### src/rtl/gteCmdPkg.sv
`default_nettype none

package gteCmdPkg;

    // Low six bits of the coprocessor instruction
    typedef logic [5:0] cmdOp;

    localparam cmdOp OpNclip = 6'h06;
    localparam cmdOp OpAvsz3 = 6'h2D;
    localparam cmdOp OpAvsz4 = 6'h2E;

    // Step number inside a running command
    typedef logic [2:0] stepCnt;

    // What the accumulator does with the registered product
    typedef enum logic [1:0] {AccClear, AccAdd, AccSub, AccHold} accMode;

    // Cycles from cmdStart to done, products plus drain plus writeback
    localparam int LenAvsz3 = 5;
    localparam int LenAvsz4 = 6;
    localparam int LenNclip = 8;

    // NCLIP products from this index on are subtracted
    localparam stepCnt NclipSubStep = 3'd3;

    // Command length, zero for unsupported codes
    function automatic int cmdLen(cmdOp op);
        case (op)
            OpAvsz3: return LenAvsz3;
            OpAvsz4: return LenAvsz4;
            OpNclip: return LenNclip;
            default: return 0;
        endcase
    endfunction

    function automatic logic isCmd(cmdOp op);
        return cmdLen(op) != 0;
    endfunction

endpackage

`default_nettype wire

### src/rtl/gteRegPkg.sv
`default_nettype none

package gteRegPkg;

    // Raw 32-bit register word, same for both banks
    typedef logic [31:0] regWord;
    // Register number inside one bank
    typedef logic [4:0] regIdx;

    // Screen coordinate halves of SXY0..2
    typedef logic signed [15:0] coord;
    // Z values, SZ0..3 and OTZ
    typedef logic [15:0] depth;
    // Average-Z weights ZSF3/ZSF4
    typedef logic signed [15:0] zScale;

    // One bit wider than the 16-bit fields so unsigned depths stay positive
    typedef logic signed [16:0] prodOperand;

    // Running sum width in the MAC path
    localparam int AccWidth = 64;
    // Entries per bank
    localparam int BankSize = 32;

    // Data bank
    localparam regIdx IdxOtz  = 5'd7;
    localparam regIdx IdxSxy0 = 5'd12;
    localparam regIdx IdxSxy1 = 5'd13;
    localparam regIdx IdxSxy2 = 5'd14;
    localparam regIdx IdxSz0  = 5'd16;
    localparam regIdx IdxSz1  = 5'd17;
    localparam regIdx IdxSz2  = 5'd18;
    localparam regIdx IdxSz3  = 5'd19;
    localparam regIdx IdxMac0 = 5'd24;

    // Control bank
    localparam regIdx IdxZsf3 = 5'd29;
    localparam regIdx IdxZsf4 = 5'd30;

    // OTZ = limit(MAC0 >> 12)
    localparam int OtzShift = 12;
    localparam depth OtzMax = 16'hFFFF;

endpackage

`default_nettype wire
### src/rtl/gteTop.sv
`default_nettype none

module gteTop
    import gteRegPkg::*;
    import gteCmdPkg::*;
(
    input  logic            clk,
    input  logic            rst,
    input  logic            we,
    input  logic            wrCtrl,
    input  regIdx           wrIdx,
    input  regWord          wrData,
    input  logic            rdCtrl,
    input  regIdx           rdIdx,
    input  logic            cmdStart,
    input  gteCmdPkg::cmdOp cmdOp,
    output regWord          rdData,
    output logic            busy,
    output logic            done
);

    // Register file to sequencer
    coord  sx [3];
    coord  sy [3];
    depth  sz [4];
    zScale zsf3;
    zScale zsf4;

    // Sequencer to MAC
    logic       mulEn;
    prodOperand opA;
    prodOperand opB;
    accMode     mode;
    logic signed [AccWidth-1:0] acc;

    // Result writeback
    logic   mac0We;
    regWord mac0Value;
    logic   otzWe;
    depth   otzValue;

    gteRegFile regFile (
        .clk(clk), .rst(rst),
        .we(we), .wrCtrl(wrCtrl), .wrIdx(wrIdx), .wrData(wrData),
        .rdCtrl(rdCtrl), .rdIdx(rdIdx),
        .mac0We(mac0We), .mac0Value(mac0Value), .otzWe(otzWe), .otzValue(otzValue),
        .rdData(rdData),
        .sx(sx), .sy(sy), .sz(sz), .zsf3(zsf3), .zsf4(zsf4)
    );

    gteMulAcc mulAcc (
        .clk(clk), .rst(rst),
        .mulEn(mulEn), .opA(opA), .opB(opB), .mode(mode),
        .acc(acc)
    );

    gteCmdSeq cmdSeq (
        .clk(clk), .rst(rst),
        .cmdStart(cmdStart), .cmdOp(cmdOp), .acc(acc),
        .sx(sx), .sy(sy), .sz(sz), .zsf3(zsf3), .zsf4(zsf4),
        .busy(busy), .done(done),
        .mulEn(mulEn), .opA(opA), .opB(opB), .mode(mode),
        .mac0We(mac0We), .mac0Value(mac0Value), .otzWe(otzWe), .otzValue(otzValue)
    );

endmodule

`default_nettype wire

### src/rtl/gteCmdSeq.sv
`default_nettype none

module gteCmdSeq
    import gteRegPkg::*;
    import gteCmdPkg::*;
(
    input  logic                       clk,
    input  logic                       rst,
    input  logic                       cmdStart,
    input  gteCmdPkg::cmdOp            cmdOp,
    input  logic signed [AccWidth-1:0] acc,
    input  coord                       sx [3],
    input  coord                       sy [3],
    input  depth                       sz [4],
    input  zScale                      zsf3,
    input  zScale                      zsf4,
    output logic                       busy,
    output logic                       done,
    output logic                       mulEn,
    output prodOperand                 opA,
    output prodOperand                 opB,
    output accMode                     mode,
    output logic                       mac0We,
    output regWord                     mac0Value,
    output logic                       otzWe,
    output depth                       otzValue
);

    // Latched opcode of the running command
    gteCmdPkg::cmdOp opReg;
    stepCnt          step;

    logic            accept;
    logic            run;
    gteCmdPkg::cmdOp curOp;
    stepCnt          curStep;
    stepCnt          prodCnt;
    stepCnt          lastStep;
    accMode          prodMode;
    logic [1:0]      szSel;
    // NCLIP pair, SX select in 3:2, SY select in 1:0
    logic [3:0]      pairSel;
    // MAC0 bits that survive the arithmetic shift
    logic [31-OtzShift:0] otzRaw;

    // Step 0 is the cmdStart cycle itself, so the first product issues at once
    assign accept  = cmdStart && !busy && isCmd(cmdOp);
    assign run     = accept || (busy && !done);
    assign curOp   = busy ? opReg : cmdOp;
    assign curStep = busy ? step : '0;

    // P products, then drain, then writeback
    assign prodCnt  = stepCnt'(cmdLen(curOp) - 2);
    assign lastStep = stepCnt'(cmdLen(opReg) - 1);
    assign mulEn    = run && (curStep < prodCnt);

    // Step counter and busy/done strobes
    always_ff @(posedge clk) begin
        if (rst) begin
            busy  <= 1'b0;
            done  <= 1'b0;
            step  <= '0;
            opReg <= '0;
        end else if (accept) begin
            busy  <= 1'b1;
            step  <= 3'd1;
            opReg <= cmdOp;
        end else if (done) begin
            // Done cycle is the last busy cycle
            busy <= 1'b0;
            done <= 1'b0;
        end else if (busy) begin
            if (step == lastStep) begin
                done <= 1'b1;
            end else begin
                step <= step + 3'd1;
            end
        end
    end

    // AVSZ3 starts at SZ1, AVSZ4 at SZ0
    assign szSel = curStep[1:0] + ((curOp == OpAvsz3) ? 2'd1 : 2'd0);

    // Cross products of the determinant, added half first
    always_comb begin
        case (curStep)
            3'd0:    pairSel = {2'd0, 2'd1};
            3'd1:    pairSel = {2'd1, 2'd2};
            3'd2:    pairSel = {2'd2, 2'd0};
            3'd3:    pairSel = {2'd0, 2'd2};
            3'd4:    pairSel = {2'd1, 2'd0};
            3'd5:    pairSel = {2'd2, 2'd1};
            default: pairSel = {2'd0, 2'd0};
        endcase
    end

    // Operand mux, everything widened to 17 bits
    always_comb begin
        case (curOp)
            OpAvsz3: begin
                opA = prodOperand'(zsf3);
                opB = prodOperand'({1'b0, sz[szSel]});
            end
            OpAvsz4: begin
                opA = prodOperand'(zsf4);
                opB = prodOperand'({1'b0, sz[szSel]});
            end
            OpNclip: begin
                opA = prodOperand'(sx[pairSel[3:2]]);
                opB = prodOperand'(sy[pairSel[1:0]]);
            end
            default: begin
                opA = '0;
                opB = '0;
            end
        endcase
    end

    // Mode of the product issued this step
    always_comb begin
        if (curStep == '0) begin
            prodMode = AccClear;
        end else if ((curOp == OpNclip) && (curStep >= NclipSubStep)) begin
            prodMode = AccSub;
        end else begin
            prodMode = AccAdd;
        end
    end

    // Delayed by one edge to line up with the product register
    always_ff @(posedge clk) begin
        if (rst) begin
            mode <= AccHold;
        end else if (mulEn) begin
            mode <= prodMode;
        end else begin
            mode <= AccHold;
        end
    end

    // Writeback step, acc already holds the last product
    assign mac0We    = busy && !done && (step == lastStep);
    assign mac0Value = acc[31:0];
    assign otzWe     = mac0We && (opReg != OpNclip);

    // MAC0 >>> OtzShift, upper bits only
    assign otzRaw = acc[31:OtzShift];

    // Clamp to 0 .. OtzMax
    always_comb begin
        if (otzRaw[$high(otzRaw)]) begin
            otzValue = '0;
        end else if (|otzRaw[$high(otzRaw)-1:$bits(depth)]) begin
            otzValue = OtzMax;
        end else begin
            otzValue = otzRaw[$bits(depth)-1:0];
        end
    end

endmodule

`default_nettype wire

### src/rtl/gteMulAcc.sv
`default_nettype none

module gteMulAcc
    import gteRegPkg::*;
    import gteCmdPkg::*;
(
    input  logic                       clk,
    input  logic                       rst,
    input  logic                       mulEn,
    input  prodOperand                 opA,
    input  prodOperand                 opB,
    // Applies to the product registered on the previous edge
    input  accMode                     mode,
    output logic signed [AccWidth-1:0] acc
);

    localparam int ProdWidth = 2 * $bits(prodOperand);

    // Stage 1, product register
    logic signed [ProdWidth-1:0] prodReg;
    // Product widened to the accumulator, sign kept
    logic signed [AccWidth-1:0]  prodExt;

    // Loads only on an issue cycle
    always_ff @(posedge clk) begin
        if (mulEn) begin
            prodReg <= opA * opB;
        end
    end

    assign prodExt = prodReg;

    // Stage 2, running sum
    always_ff @(posedge clk) begin
        if (rst) begin
            acc <= '0;
        end else begin
            case (mode)
                // First product of a command replaces the old sum
                AccClear: acc <= prodExt;
                AccAdd:   acc <= acc + prodExt;
                AccSub:   acc <= acc - prodExt;
                default:  acc <= acc;
            endcase
        end
    end

endmodule

`default_nettype wire

### src/rtl/gteRegFile.sv
`default_nettype none

module gteRegFile
    import gteRegPkg::*;
(
    input  logic   clk,
    input  logic   rst,
    // Host write port
    input  logic   we,
    input  logic   wrCtrl,
    input  regIdx  wrIdx,
    input  regWord wrData,
    // Host read port
    input  logic   rdCtrl,
    input  regIdx  rdIdx,
    // Command results
    input  logic   mac0We,
    input  regWord mac0Value,
    input  logic   otzWe,
    input  depth   otzValue,
    output regWord rdData,
    // Unpacked operands for the sequencer
    output coord   sx [3],
    output coord   sy [3],
    output depth   sz [4],
    output zScale  zsf3,
    output zScale  zsf4
);

    // Data bank (cop2d) and control bank (cop2c)
    regWord dataBank [BankSize];
    regWord ctrlBank [BankSize];

    always_ff @(posedge clk) begin
        if (rst) begin
            for (int i = 0; i < BankSize; i++) begin
                dataBank[i] <= '0;
                ctrlBank[i] <= '0;
            end
        end else begin
            // Host side
            if (we && wrCtrl) begin
                ctrlBank[wrIdx] <= wrData;
            end
            if (we && !wrCtrl) begin
                dataBank[wrIdx] <= wrData;
            end
            // Results come last so they win on a collision
            if (mac0We) begin
                dataBank[IdxMac0] <= mac0Value;
            end
            // OTZ is zero-extended, upper half reads as zero
            if (otzWe) begin
                dataBank[IdxOtz] <= regWord'(otzValue);
            end
        end
    end

    // Combinational read, no latency
    assign rdData = rdCtrl ? ctrlBank[rdIdx] : dataBank[rdIdx];

    // SXYn: SX in bits 15:0, SY in bits 31:16
    assign sx[0] = dataBank[IdxSxy0][15:0];
    assign sy[0] = dataBank[IdxSxy0][31:16];
    assign sx[1] = dataBank[IdxSxy1][15:0];
    assign sy[1] = dataBank[IdxSxy1][31:16];
    assign sx[2] = dataBank[IdxSxy2][15:0];
    assign sy[2] = dataBank[IdxSxy2][31:16];

    // Z FIFO entries, low half only
    assign sz[0] = dataBank[IdxSz0][15:0];
    assign sz[1] = dataBank[IdxSz1][15:0];
    assign sz[2] = dataBank[IdxSz2][15:0];
    assign sz[3] = dataBank[IdxSz3][15:0];

    // Weights for AVSZ3/AVSZ4
    assign zsf3 = ctrlBank[IdxZsf3][15:0];
    assign zsf4 = ctrlBank[IdxZsf4][15:0];

endmodule

`default_nettype wire

### config.mk
export PLATFORM = sky130hd
export DESIGN_NAME = gteTop
export DESIGN_NICKNAME = d
export VERILOG_FILES = /design/src/rtl/gteCmdPkg.sv /design/src/rtl/gteRegPkg.sv /design/src/rtl/gteTop.sv /design/src/rtl/gteCmdSeq.sv /design/src/rtl/gteMulAcc.sv /design/src/rtl/gteRegFile.sv
export SDC_FILE = /design/constraint.sdc
export NUM_CORES = 2
export LEC_CHECK = 0
export ABC_CLOCK_PERIOD_IN_PS = 10750
export BUFFER_PORTS_ARGS = -buffer_cell sky130_fd_sc_hd__buf_4
export CAP_MARGIN = 5
export CORE_MARGIN = 2
export CORE_UTILIZATION = 37
export CTS_CLUSTER_SIZE = 40
export DETAILED_ROUTE_END_ITERATION = 10
export PLACE_DENSITY = 0.56
export SYNTH_ARGS = -nofsm -noshare
export SYNTH_HDL_FRONTEND = slang
export SYNTH_SLANG_ARGS = --single-unit
### constraint.sdc
create_clock -name clk -period 10.75 [get_ports clk]
set_input_delay 1.075 -clock clk [delete_from_list [all_inputs] [get_ports clk]]
set_output_delay 1.075 -clock clk [all_outputs]
set_load 0.01 [all_outputs]
==> flow_metrics.tcl <==
set metrics [dict create \
    peakVddDrop_uv 165 \
    tritoncts "yes" \
    postCtsSetupBuffers 0 \
    powerDensity_nw_per_um2 158 \
    fmax_mhz 104 \
    clk_latency_ns 0.96 \
    area.growth.synth_to_final_pct 10.9 \
    multi_input_comb_area_um2 42600 \
    clkPwrFrac_pct 40.8 \
    dpl_worst_slack_ns 0.887 \
    route.detailed.drc 0 \
    layout_setup_ws_ns 1.13 \
    wl_per_cell_um 31.1 \
    grtUsageMet2_pct 37.6 \
    synth_top_cell_by_area "edfxtp_1" \
    syn_nets 7945 \
    ant_nets 0 \
    ys_seq_elements 2125 \
    stdcell_count 11460 \
    cts.sinks 2125 \
    nNetsFinal 7777 \
    p_leak_nw 43.2 \
    rsz0062_at_grt "false" \
    critPathLaunchType "flip-flop" \
    syn_area_per_cell_um2 14.6 \
    ios 88 \
    status "completed" \
    relSlewSlack_pct 4.87 \
    io_buffer_count 87 \
    cp_max_fo 19 \
    async_flop_share_pct 0 \
    gp_congestion 0.852 \
    die_y_um 548 \
    maxSlewViolCount 0 \
    vias 64096 \
    max_cap_viol_count 0 \
    setup_viol 0 \
    dieArea_um2 300000 \
    endpoint_kind "flip-flop" \
    hpwlAfterDp_um 219000 \
    fin_setup_tns_ns 0 \
    finalCritPeriodShare_pct 89.5 \
    clockRootBuffer "clkbuf_16" \
    first_pass_iters 7 \
    fillers 26459 \
    synth_top_cells_by_area "edfxtp_1 (57%), mux4_2 (14%), and2_1 (12%), fa_1 (5.0%), clkbuf_1 (1.8%)" \
    grt_max_degree 95 \
    overflow 0 \
    p_comb_share_pct 9.0 \
    grt.busiest_layer "met2" \
    finalCriticalPeriod_ns 9.62 \
    routed_wl_um 356000 \
    hold_path_class "flip-flop to flip-flop" \
    total_power_w 0.0192 \
    cts_buffers 235 \
    cts_max_level 4 \
    clk_pin_slew_ns 0.06 \
    finClkSkew_ns 0.119 \
    cts_hold_buf 0 \
    viasPerCell 5.59 \
    globalRouteMet3Util_pct 4.15 \
    required_ns 11.34 \
    die_x_um 548 \
    synth_cell_type_count 78 \
    netlist_instances 7495 \
    hold_slack_ns 0.437 \
    grtUsageTotal_pct 23.5 \
    synth_edf_count 2080 \
    worst_slew_pin_slew_ns 1.43 \
    drive_gt1_share_pct 18.7 \
    critical_path_class "flip-flop to flip-flop" \
    first_global_vias 64336 \
    synthFlopType "edfxtp_1" \
    start_util_pct 37.2 \
    regArea_um2 63400 \
    grt_pass1_wl_um 503000 \
    cts_resized 0 \
    netlist_area_um2 110000 \
    p_switching_w 0.00467 \
    synth_top_area_share_pct 57.0 \
    netSwitchingFraction_pct 24.3 \
    yosysWarningCount 0 \
    critical_path_arrival_ns 10.21 \
    coreArea_um2 294000 \
    antenna_found_initial 52 \
    clockBufferDepth 4 \
    use_met1_pct 32.2 \
    power.internal_w 0.0145 \
    dp.cells 11009 \
    hold_viol_final 0 \
    synth_commonest_cells "edfxtp_1 (2,080), and2_1 (2,020), mux4_2 (679)" \
    rows 199 \
    ys_seq_area_share_pct 57.9 \
    yosysMostFrequentCell "edfxtp_1" \
    seqPwrFrac_pct 50.2 \
    drt_iter0_markers 8283 \
]
through the flow:
step | util, % | cell area [µm²]
2_1_floorplan | - | 110000
3_3_place_gp | 38.8 | 114000
3_5_place_dp | 38.8 | 114000
4_1_cts | 41.3 | 121000
5_1_grt | 41.3 | 121000
6_report | 41.3 | 121000
final cells by class:
| cell class | instances | share of cell area (%) |
|---|---|---|
| antenna | 24 | 0.0495 |
| clock buffer | 288 | 5.02 |
| clock inverter | 139 | 0.935 |
| inverter | 320 | 0.989 |
| multi-input combinational | 4386 | 35.1 |
| sequential | 2125 | 52.2 |
| tap | 3919 | 4.04 |
| timing repair buffer | 259 | 1.73 |
logic make-up after synthesis:
kind of cell / share of synthesized area, %
compound gates: 2.46
xor+xnor: 0.784
fa+ha+maj: 6.42
buf+inv: 3.45
flops: 57.9
mux: 14.4
simple gates: 14.6
power by group through the flow:
stage	Combinational (W)	Sequential (W)	Clock, W
5_1_grt	0.00178	0.00967	0.00822
2_1_floorplan	0.000949	0.00974	0
4_1_cts	0.00174	0.00964	0.00791
3_5_place_dp	0.00174	0.00981	0
3_3_place_gp	0.00173	0.00978	0
6_report	0.00173	0.00964	0.00782
path summary, 6_finish.rpt:
kind	slack, ns	start	depth (start not counted)	to
worst min register to register	0.44	cmdSeq.opReg[4]$_SDFFE_PP0P_	2	cmdSeq.opReg[4]$_SDFFE_PP0P_
worst min-delay path	0.44	cmdSeq.opReg[4]$_SDFFE_PP0P_	2	cmdSeq.opReg[4]$_SDFFE_PP0P_
worst max-delay path	1.13	cmdSeq.busy$_SDFFE_PP0P_	25	mulAcc.prodReg[30]$_DFFE_PP_
worst max register to register	1.13	cmdSeq.busy$_SDFFE_PP0P_	25	mulAcc.prodReg[30]$_DFFE_PP_
worst max-delay path: stages, from the launching register on:
cell and delay [ns]:
dfxtp_1 0.53, buf_4 0.27, and2_1 0.23, nor2b_2 0.79
o21ai_0 0.48, a22oi_1 1.10, buf_4 0.33, nor2_1 0.08
fa_1 0.50, inv_1 0.05, fa_1 0.49, fa_1 0.53
inv_1 0.05, ha_1 0.30, fa_1 0.50, inv_1 0.05
fa_1 0.48, inv_1 0.04, ha_1 0.33, a2111oi_0 0.63
a21oi_1 0.24, a222oi_1 0.50, a31oi_1 0.25, a41o_1 0.29
a21oi_1 0.17, xnor2_1 0.09
state kept, by name, summed over array words and instances, names as in the netlist:
name	cells
cmdSeq.busy	1
cmdSeq.done	1
cmdSeq.mode	2
cmdSeq.opReg	6
cmdSeq.step	3
mulAcc.acc	32
mulAcc.prodReg	32
regFile.ctrlBank	1024
regFile.dataBank	1024
metal layers:
| metal | wire length (µm) | vias to the layer above |
|---|---|---|
| met3 | 29100 | 555 |
| met1 | 144000 | 34072 |
| met2 | 168000 | 2845 |
| met4 | 14000 | 38 |
| met5 | 247 | - |
| li1 | - | 26586 |
cells in the final DEF (no fill, tap or decap), types with 33 or more instances in the layout:
cell,n
edfxtp_1,2080
and2_1,2020
mux4_2,679
inv_1,319
nor2_1,281
fa_1,276
buf_4,245
clkbuf_16,235
nand2_1,182
ha_1,120
a21oi_1,108
o21ai_0,78
xnor2_1,75
or2_2,73
clkinv_1,73
nor2_2,61
clkbuf_1,51
dfxtp_1,45
mux2i_1,41
nand2b_1,33
Power figures use the tool's default switching activity.
